==> src/include/ddr_pads_defs.svh <==
// One DQ group per build; beats per half-rate word must stay at 4 for the serializer slicing
`ifndef DDR_PADS_DEFS_SVH
`define DDR_PADS_DEFS_SVH

// ##############################
// Group geometry
// ##############################

// DQ pins in one group
`define DDR_PIN_WIDTH 8

// Full-rate beats carried by one half-rate word
`define DDR_HR_BEATS 4

`endif
==> src/ddr_pads_pkg.sv <==
// Vector widths follow ddr_pads_defs.svh; the beat ordering t0..t3 from LSB up is assumed everywhere
`default_nettype none

`include "ddr_pads_defs.svh"

package ddr_pads_pkg;

    // ##############################
    // Datapath vectors
    // ##############################

    typedef logic [`DDR_PIN_WIDTH-1:0] pin_vec_t;                    // One bit per DQ pin

    typedef logic [2*`DDR_PIN_WIDTH-1:0] fr_pair_t;                  // Low beat in lower half

    typedef logic [`DDR_HR_BEATS*`DDR_PIN_WIDTH-1:0] hr_word_t;      // Beat t0 in lowest slice

    // Early half enables in the low slice, late half in the high slice
    typedef logic [2*`DDR_PIN_WIDTH-1:0] hr_oe_t;

    // ##############################
    // Beat-half selector
    // ##############################

    typedef enum logic
    {
        HALF_EARLY = 1'b0,    // Sending t0/t1
        HALF_LATE  = 1'b1     // Sending t2/t3
    } beat_half_t;

endpackage

`default_nettype wire

==> src/fr_wr_if.sv <==
// Registered every cycle by the source side; no handshake, the sink samples unconditionally
`default_nettype none

interface fr_wr_if;
    import ddr_pads_pkg::*;

    pin_vec_t dq_lo;     // Low beat of the pair
    pin_vec_t dq_hi;     // High beat of the pair
    pin_vec_t dq_oe;     // Per-pin write enable
    logic     dqs_oe;    // Strobe enable before the extra delay

    // Serializer side
    modport src
    (
        output dq_lo,
        output dq_hi,
        output dq_oe,
        output dqs_oe
    );

    // Pad register side
    modport dst
    (
        input dq_lo,
        input dq_hi,
        input dq_oe,
        input dqs_oe
    );

endinterface

`default_nettype wire

==> src/ddr_pads_top.sv <==
// Single clock model of one DQ/DQS group; pads, DQS toggle and separate PHY clocks are not modelled
`default_nettype none

module ddr_pads_top #(
    parameter bit REVERSE_READ_WORDS = 1'b0
) (
    input  wire logic                    pll_mem_clk,
    input  wire logic                    rst_n,
    input  wire logic                    mem_clk_en,

    // Half-rate write side
    input  wire ddr_pads_pkg::hr_word_t  write_data,
    input  wire ddr_pads_pkg::hr_oe_t    write_oe,
    input  wire logic [1:0]              strobe_ena,    // Bit 0 early, bit 1 late

    // Full-rate pad side
    output wire ddr_pads_pkg::pin_vec_t  dq_lo,
    output wire ddr_pads_pkg::pin_vec_t  dq_hi,
    output wire ddr_pads_pkg::pin_vec_t  dq_oe,
    output wire logic                    dqs_oe,
    input  wire ddr_pads_pkg::fr_pair_t  rd_fr_data,

    // Half-rate read side
    output wire ddr_pads_pkg::hr_word_t  rdata_hr,
    output wire logic                    rdata_valid
);

    // ##############################
    // Write path
    // ##############################

    fr_wr_if fr_bus ();    // Serializer to pad registers

    wr_serializer wr_ser (
        .pll_mem_clk (pll_mem_clk),
        .rst_n       (rst_n),
        .write_data  (write_data),
        .write_oe    (write_oe),
        .strobe_ena  (strobe_ena),
        .fr          (fr_bus.src)
    );

    wr_pad_regs pad_regs (
        .pll_mem_clk (pll_mem_clk),
        .rst_n       (rst_n),
        .mem_clk_en  (mem_clk_en),
        .fr          (fr_bus.dst),
        .dq_lo       (dq_lo),
        .dq_hi       (dq_hi),
        .dq_oe       (dq_oe),
        .dqs_oe      (dqs_oe)
    );

    // ##############################
    // Read path
    // ##############################

    rd_deserializer #(
        .REVERSE_READ_WORDS (REVERSE_READ_WORDS)
    ) rd_deser (
        .pll_mem_clk (pll_mem_clk),
        .rst_n       (rst_n),
        .rd_fr_data  (rd_fr_data),
        .rdata_hr    (rdata_hr),
        .rdata_valid (rdata_valid)
    );

endmodule

`default_nettype wire

==> src/rd_deserializer.sv <==
// Read pairs are taken every edge; the half-rate phase free-runs from reset with no word alignment
`default_nettype none

module rd_deserializer #(
    parameter bit REVERSE_READ_WORDS = 1'b0
) (
    input  wire logic                   pll_mem_clk,
    input  wire logic                   rst_n,
    input  wire ddr_pads_pkg::fr_pair_t rd_fr_data,
    output ddr_pads_pkg::hr_word_t      rdata_hr,
    output logic                        rdata_valid
);
    import ddr_pads_pkg::*;

    pin_vec_t rd_lo;
    pin_vec_t rd_hi;
    fr_pair_t rd_ordered;
    fr_pair_t rd_r;       // Pair from the previous edge
    fr_pair_t rd_r1;      // Pair from two edges back
    logic     phase;

    assign {rd_hi, rd_lo} = rd_fr_data;

    // Optional swap of the beat order within a pair
    assign rd_ordered = REVERSE_READ_WORDS ? {rd_lo, rd_hi} : {rd_hi, rd_lo};

    // ##############################
    // Capture pipeline and FR to HR
    // ##############################

    always_ff @(posedge pll_mem_clk or negedge rst_n)
    begin
        if (!rst_n)
        begin
            rd_r        <= '0;
            rd_r1       <= '0;
            phase       <= 1'b0;
            rdata_hr    <= '0;
            rdata_valid <= 1'b0;
        end
        else
        begin
            rd_r  <= rd_ordered;
            rd_r1 <= rd_r;
            phase <= ~phase;    // Stands in for the divided capture clock

            if (phase)
                rdata_hr <= {rd_r, rd_r1};    // Newer pair on top
            rdata_valid <= phase;             // One cycle per loaded word
        end
    end

endmodule

`default_nettype wire

==> src/wr_pad_regs.sv <==
// Clock enable is sampled here so enables drop one edge after mem_clk_en is seen low
`default_nettype none

module wr_pad_regs (
    input  wire logic               pll_mem_clk,
    input  wire logic               rst_n,
    input  wire logic               mem_clk_en,
    fr_wr_if.dst                    fr,
    output ddr_pads_pkg::pin_vec_t  dq_lo,
    output ddr_pads_pkg::pin_vec_t  dq_hi,
    output ddr_pads_pkg::pin_vec_t  dq_oe,
    output logic                    dqs_oe
);
    import ddr_pads_pkg::*;

    pin_vec_t dq_oe_q;
    logic     dqs_oe_q1;
    logic     dqs_oe_q2;    // Extra strobe enable stage
    logic     clk_en_q;

    // ##############################
    // Output registers
    // ##############################

    always_ff @(posedge pll_mem_clk or negedge rst_n)
    begin
        if (!rst_n)
        begin
            dq_lo     <= '0;
            dq_hi     <= '0;
            dq_oe_q   <= '0;
            dqs_oe_q1 <= 1'b0;
            dqs_oe_q2 <= 1'b0;
            clk_en_q  <= 1'b0;
        end
        else
        begin
            dq_lo     <= fr.dq_lo;
            dq_hi     <= fr.dq_hi;
            dq_oe_q   <= fr.dq_oe;
            dqs_oe_q1 <= fr.dqs_oe;
            dqs_oe_q2 <= dqs_oe_q1;
            clk_en_q  <= mem_clk_en;
        end
    end

    // Enables off while the memory clock is stopped
    assign dq_oe  = dq_oe_q & {$bits(pin_vec_t){clk_en_q}};
    assign dqs_oe = dqs_oe_q2 & clk_en_q;

endmodule

`default_nettype wire

==> src/wr_serializer.sv <==
// Host must present word n at burst start edge + 2n; input words between load edges are ignored
`default_nettype none

module wr_serializer (
    input  wire logic                   pll_mem_clk,
    input  wire logic                   rst_n,
    input  wire ddr_pads_pkg::hr_word_t write_data,
    input  wire ddr_pads_pkg::hr_oe_t   write_oe,
    input  wire logic [1:0]             strobe_ena,
    fr_wr_if.src                        fr
);
    import ddr_pads_pkg::*;

    pin_vec_t   beat_t0;
    pin_vec_t   beat_t1;
    pin_vec_t   beat_t2;
    pin_vec_t   beat_t3;
    pin_vec_t   oe_early;
    pin_vec_t   oe_late;

    logic       dq_start;
    logic       dqs_start;
    beat_half_t dq_half;
    beat_half_t dqs_half;
    logic       dq_load;
    logic       dqs_load;

    fr_pair_t   late_pair_hold;    // t3 over t2
    pin_vec_t   late_oe_hold;
    logic       late_dqs_hold;

    assign {beat_t3, beat_t2, beat_t1, beat_t0} = write_data;
    assign {oe_late, oe_early} = write_oe;

    // ##############################
    // Burst alignment
    // ##############################

    burst_phase dq_phase (
        .pll_mem_clk (pll_mem_clk),
        .rst_n       (rst_n),
        .active      (|write_oe),
        .start       (dq_start),
        .half        (dq_half)
    );

    burst_phase dqs_phase (
        .pll_mem_clk (pll_mem_clk),
        .rst_n       (rst_n),
        .active      (|strobe_ena),
        .start       (dqs_start),
        .half        (dqs_half)
    );

    assign dq_load  = dq_start  | (dq_half  == HALF_LATE);
    assign dqs_load = dqs_start | (dqs_half == HALF_LATE);

    // ##############################
    // Late half holding registers
    // ##############################

    always_ff @(posedge pll_mem_clk)
    begin
        if (dq_load)
        begin
            late_pair_hold <= {beat_t3, beat_t2};
            late_oe_hold   <= oe_late;
        end
    end

    always_ff @(posedge pll_mem_clk or negedge rst_n)
    begin
        if (!rst_n)
        begin
            fr.dq_lo      <= '0;
            fr.dq_hi      <= '0;
            fr.dq_oe      <= '0;
            fr.dqs_oe     <= 1'b0;
            late_dqs_hold <= 1'b0;
        end
        else
        begin
            if (dq_load)
            begin
                fr.dq_lo <= beat_t0;     // Early pair straight from the input
                fr.dq_hi <= beat_t1;
                fr.dq_oe <= oe_early;
            end
            else
            begin
                {fr.dq_hi, fr.dq_lo} <= late_pair_hold;
                fr.dq_oe             <= late_oe_hold;
            end

            if (dqs_load)
            begin
                fr.dqs_oe     <= strobe_ena[0];
                late_dqs_hold <= strobe_ena[1];
            end
            else
                fr.dqs_oe <= late_dqs_hold;
        end
    end

endmodule

`default_nettype wire

==> src/burst_phase.sv <==
// Start is combinational on active; half free-runs between bursts and only realigns at a start
`default_nettype none

module burst_phase (
    input  wire logic               pll_mem_clk,
    input  wire logic               rst_n,
    input  wire logic               active,
    output logic                    start,
    output ddr_pads_pkg::beat_half_t half
);
    import ddr_pads_pkg::*;

    logic active_q;    // Level seen at the previous edge

    // Rising edge of the burst
    assign start = active & ~active_q;

    always_ff @(posedge pll_mem_clk or negedge rst_n)
    begin
        if (!rst_n)
        begin
            active_q <= 1'b0;
            half     <= HALF_LATE;    // First edge after reset is a load edge
        end
        else
        begin
            active_q <= active;
            if (start)
                half <= HALF_EARLY;    // Realign on a new burst
            else
                half <= (half == HALF_EARLY) ? HALF_LATE : HALF_EARLY;
        end
    end

endmodule

`default_nettype wire

==> config.mk <==
export PLATFORM = sky130hd
export DESIGN_NAME = ddr_pads_top
export DESIGN_NICKNAME = d
export VERILOG_FILES = /design/src/ddr_pads_pkg.sv /design/src/fr_wr_if.sv /design/src/ddr_pads_top.sv /design/src/rd_deserializer.sv /design/src/wr_pad_regs.sv /design/src/wr_serializer.sv /design/src/burst_phase.sv
export VERILOG_INCLUDE_DIRS = /design/src /design/src/include
export SDC_FILE = /design/constraint.sdc
export NUM_CORES = 1
export LEC_CHECK = 0
export BUFFER_PORTS_ARGS = -buffer_cell sky130_fd_sc_hd__clkbuf_2
export CELL_PAD_IN_SITES_DETAIL_PLACEMENT = 1
export CELL_PAD_IN_SITES_GLOBAL_PLACEMENT = 1
export CORE_UTILIZATION = 30
export CTS_BUF_LIST = sky130_fd_sc_hd__clkbuf_8 sky130_fd_sc_hd__clkbuf_16
export DETAILED_ROUTE_END_ITERATION = 10
export HOLD_SLACK_MARGIN = 0.05
export PLACE_DENSITY = 0.58
export SKIP_LAST_GASP = 1
export SLEW_MARGIN = 20
export SYNTH_ARGS = -nofsm -noshare
export SYNTH_HDL_FRONTEND = slang
export SYNTH_HIERARCHICAL = 1
export SYNTH_SLANG_ARGS = --single-unit
==> constraint.sdc <==
create_clock -name pll_mem_clk -period 2.09 [get_ports pll_mem_clk]
set_input_delay 0.418 -clock pll_mem_clk [delete_from_list [all_inputs] [get_ports pll_mem_clk]]
set_output_delay 0.418 -clock pll_mem_clk [all_outputs]
set_load 0.01 [all_outputs]
Yosys cells after proc, flatten, opt, wreduce, memory -nomap -nowiden
Cells that the tools add are included.
- reductions and logical operators: 2
- bitwise logic cells: 9
- muxes and demuxes: 8
- operator list (operator ; number):
    two-way mux 8 bit ; 3
    OR reduction 16 bit ; 1
    bitwise AND 8 bit ; 1
    two-way mux 1 bit ; 5
    bitwise AND 1 bit ; 3
    inverter 1 bit ; 3
    OR 1 bit ; 2
    OR reduction 2 bit ; 1
- input bits: 69
- register bits after elaboration: 147
- word-level logic and storage cells: 41
- output and inout port bits: 58

Logic depth before layout (Yosys ltp)
- depth in word-level cells: 4
- depth in mapped cells: 6

Modules after synthesis
Netlist, hierarchy kept.
- modules (own cells, without submodules) (module ; cells each ; seq. area each (um^2) ; times used ; area each (um^2)):
    rd_deserializer ; 103 ; 1651.6 ; 1 ; 2195.9
    wr_serializer ; 89 ; 1371.3 ; 1 ; 1742.9
    wr_pad_regs ; 36 ; 675.6 ; 1 ; 732.0
    burst_phase ; 4 ; 51.3 ; 2 ; 71.3

Worst setup path before layout
Ideal clock, no wire load.
- kind: input to register
- from: input port write_oe[2]
- to: register wr_ser.late_oe_hold[0], enable pin
- stages: 6
- setup slack: 0.167 ns
- buffers on the path: 1
- data arrival time: 1.565 ns
- setup time: 0.357 ns
- cells stage by stage: nor4_1 -> nand4_1 -> nor2b_4 -> nor2_4 -> buf_6 -> inv_1
- longest elaborated chain between the ends: 3
- RTL lines (item ; RTL line ; source):
    start: declaration ; ddr_pads_top.sv:13 ; input wire ddr_pads_pkg::hr_oe_t write_oe,
    OR reduction 16 bit ; wr_serializer.sv:42 ; .active (|write_oe),
    bitwise AND 1 bit ; burst_phase.sv:16 ; assign start = active & ~active_q;
    via wr_ser.dq_start ; wr_serializer.sv:21 ; logic dq_start;
    OR 1 bit ; wr_serializer.sv:55 ; assign dq_load = dq_start | (dq_half == HALF_LATE);
    end signal: assignment ; wr_serializer.sv:67 ; late_oe_hold <= oe_late;
    end: declaration ; wr_serializer.sv:29 ; pin_vec_t late_oe_hold;
The timed path passes the listed nets, and every way through them passes these cells.
A chain may end at the register's enable or synchronous reset.

Worst setup path in the final report
- from: register pad_regs.clk_en_q
- to: output port dq_oe[7]
- longest elaborated chain between the ends: 1
- RTL lines (item ; RTL line ; source):
    start: declaration ; wr_pad_regs.sv:19 ; logic clk_en_q;
    start signal: assignment ; wr_pad_regs.sv:43 ; clk_en_q <= mem_clk_en;
    bitwise AND 8 bit ; wr_pad_regs.sv:48 ; assign dq_oe = dq_oe_q & {$bits(pin_vec_t){clk_en_q}};
    end: declaration ; ddr_pads_top.sv:19 ; output wire ddr_pads_pkg::pin_vec_t dq_oe,
No other way between the ends.

==> flow_summary.yaml <==
grt:
  grt_pass1_vias: 2769
  grt_overflow: 0
  antenna_found_initial: 1
  grt_pass1_wl_um: 14280
  grt_usage: 0.1190
  grt_max_degree: 46
floorplan:
  die_h_um: 128.7
  ios: 127
  start_util: 0.3120
  die_width_um: 128.7
  fp-row-count: 45
  die_area_um2: 16550
  core_area_um2: 15430
logic_synthesis:
  synth.avg_cell_area_um2: 20.40
  ys_seq_area_frac: 0.7897
  synth-adder-area-share: 0
  synth_compound_area_frac: 0.002080
  synth_cell_types: 19
  ys.warnings.count: 6
  synth_top_family_by_area: "multiplexers"
  post_synth_xor_area_fraction: 0
  syn_nets: 305
  yosys.area_share.simple: 0.03353
  syn_inst: 236
  synthMuxAreaShare: 0.1536
  synth_area_um2: 4813
  ys_ff_latch: 147
power_and_ir_drop:
  p_leak_nw: 3.042
  ir_drop_mv: 0.6720
  cellPowerDensity_nw_per_um2: 1047
clock_network:
  clk_pin_slew_ns: 0.06
  htreeDepth: 4
  cts.sinks: 147
  root_buffer: "clkbuf_16"
  cts_made_buffers: 17
  clock_path_buffers: 2
  clock_latency_ns: 0.41
  cts_tree: "built"
timing:
  grt_setup_unrepaired: "no"
  worst_slew_pin_slew_ns: 0.5068
  fmax_mhz: 618.2
  period_share: 0.7740
  setup_violations: 0
  whs_ns: 0.1091
  layout_setup_ws_ns: 0.4724
  hold_viol_final: 0
  worst_clock_skew_ns: 0.006433
  relSlewSlack: 0.6621
  drv_slew: 0
  setup_tns_ns: 0
  period_minus_slack_ns: 1.618
routing:
  routed_wirelength_um: 8958
  first_pass_iters: 4
  post_drt_via_cell_ratio: 4.089
  drt-wirelength-per-cell_um: 14.69
  antenna_left: 0
  drc_errors: 0
  drt_iter0_markers: 58
  vias: 2494
min_path:
  min_from: "rd_fr_data[14]"
  holdPathStages: 1
  min_delay_worst_endpoint: "rd_deser/rd_r[14]"
  hp-class: "input port to register"
placed_design:
  routabilityCongestion: 0.7477
  io_buffers: 126
  post-place-ws_ns: 0.1072
  dp_hpwl_um: 6425
  place_area_um2: 5722
critical_path:
  endpoint_kind: "output port"
  crit_start: "pad_regs/clk_en_q"
  worstRegToRegCells: 2
  r2r-start: "rd_deser/phase"
  cp.arrival_ns: 1.20
  cp_cell_sequence: "and2_1 -> clkbuf_2"
  critPathMaxStageDelay_ns: 0.46
  worstSetupPathType: "register to output port"
  r2r-end: "rd_deser/rdata_hr[8]"
  worstSetupStartpointType: "register"
  cp_max_fo: 9
  critPathRequiredTime_ns: 1.67
  cp_slowest_cell: "dfrtp_1"
  reg2reg_slack_ns: 0.72
finish:
  area_growth_pct: 32.34
  fin_util: 0.4129
  drive_above_1_share: 0.5764
  fillCellCount: 1578
  finalInstanceArea_um2: 6370
  antennaDiodeCount: 0
  register_area_um2: 3802
  num-nets-final: 455
  multi_input_area_um2: 910.9
status:
  status: "complete, no violations"
run:
  cap_violations: 0
## layout make-up
type | instances | area share
clock buffer | 17 | 0.06678
clock inverter | 15 | 0.03339
inverter | 2 | 0.001179
multi-input combinational | 81 | 0.1430
sequential | 147 | 0.5969
tap | 211 | 0.04145
timing repair buffer | 137 | 0.1173
## kinds of logic (layout without fill, tap and decap cells)
group / after synthesis / count (layout)
flops: 147 / 147
simple gates: 23 / 23
buf+inv: 8 / 171
mux: 56 / 56
compound gates: 2 / 2
## placed cells by master, fill, tap and decap left out, drive strengths merged
master,Yosys,routed
inv,2,5
clkinv,0,5
o21ai,2,2
dfstp,2,2
dlygate4sd3,0,1
buf,6,11
bufinv,0,5
nor2b,2,2
nand4,1,1
or3b,1,1
clkbuf,0,142
clkinvlp,0,2
nor4,4,4
nor2,3,3
edfxtp,24,24
nand2,2,2
mux2,56,56
dfrtp,121,121
and2,9,9
or2,1,1
## where the power goes
part | switching (mW) | total, mW | internal, mW
logic | 0.152 | 0.312 | 0.160
clock network | 1.15 | 3.26 | 2.11
registers | 0.0518 | 3.09 | 3.04
## worst max path at each step
| stage | to | cells after the start | slack (ns) |
|---|---|---|---|
| 5_1_grt | dq_oe[7] | 2 | 0.37 |
| 3_3_place_gp | wr_ser/fr.dq_lo[4] | 7 | 0.16 |
| 2_1_floorplan | wr_ser/late_oe_hold[0] | 6 | 0.17 |
| 4_1_cts | dq_oe[2] | 2 | 0.43 |
| 6_report | dq_oe[7] | 2 | 0.47 |
| 3_5_place_dp | wr_ser/fr.dq_hi[1] | 7 | 0.11 |
## per-stage QoR
| stage | power, mW | instances |
|---|---|---|
| 2_1_floorplan | 3.251 | 236 |
| 3_3_place_gp | 3.457 | 577 |
| 3_5_place_dp | 3.470 | 577 |
| 4_1_cts | 6.784 | 610 |
| 5_1_grt | 6.916 | 610 |
| 6_report | 6.667 | 610 |
## critical path: cells and delay by family, from the launching register on
family,cells,cell delay [ns]
flops,1,0.46
simple gates,1,0.17
buf+inv,1,0.16
## cells in the mapped netlist (all sizes together)
library cell	n	share of area
buf	6	0.019
o21ai	2	0.0021
or2	1	0.0013
nor2	3	0.0049
nand2	2	0.0016
and2	9	0.012
or3b	1	0.0018
dfrtp	121	0.63
nand4	1	0.0013
edfxtp	24	0.15
inv	2	0.0016
dfstp	2	0.011
nor2b	2	0.0057
nor4	4	0.0052
mux2	56	0.15
## sequential cells by signal, summed over array words and instances, names as in the netlist, 8 cells and up
signal	count
pad_regs/dq_hi	8
wr_ser/fr.dq_lo	8
rd_deser/rd_r1	16
rd_deser/rdata_hr	32
pad_regs/dq_oe_q	8
wr_ser/fr.dq_hi	8
wr_ser/fr.dq_oe	8
wr_ser/late_pair_hold	16
rd_deser/rd_r	16
wr_ser/late_oe_hold	8
pad_regs/dq_lo	8
## routing by layer
metal	up-vias	global-route usage	share of wire	wire, µm
li1	1117	-	-	-
met1	1267	0.1317	0.41	3685
met2	95	0.1870	0.48	4341
met3	13	0.06279	0.089	796
met4	2	0.06021	0.014	122
met5	-	0	0.0013	12
## timing repair
action	CTS	global route
buffers inserted	0	0
gates resized for setup	0	0
endpoints found under the hold margin	42	0
hold buffers	1	0
Note: power is estimated with default switching activity, not from simulation.
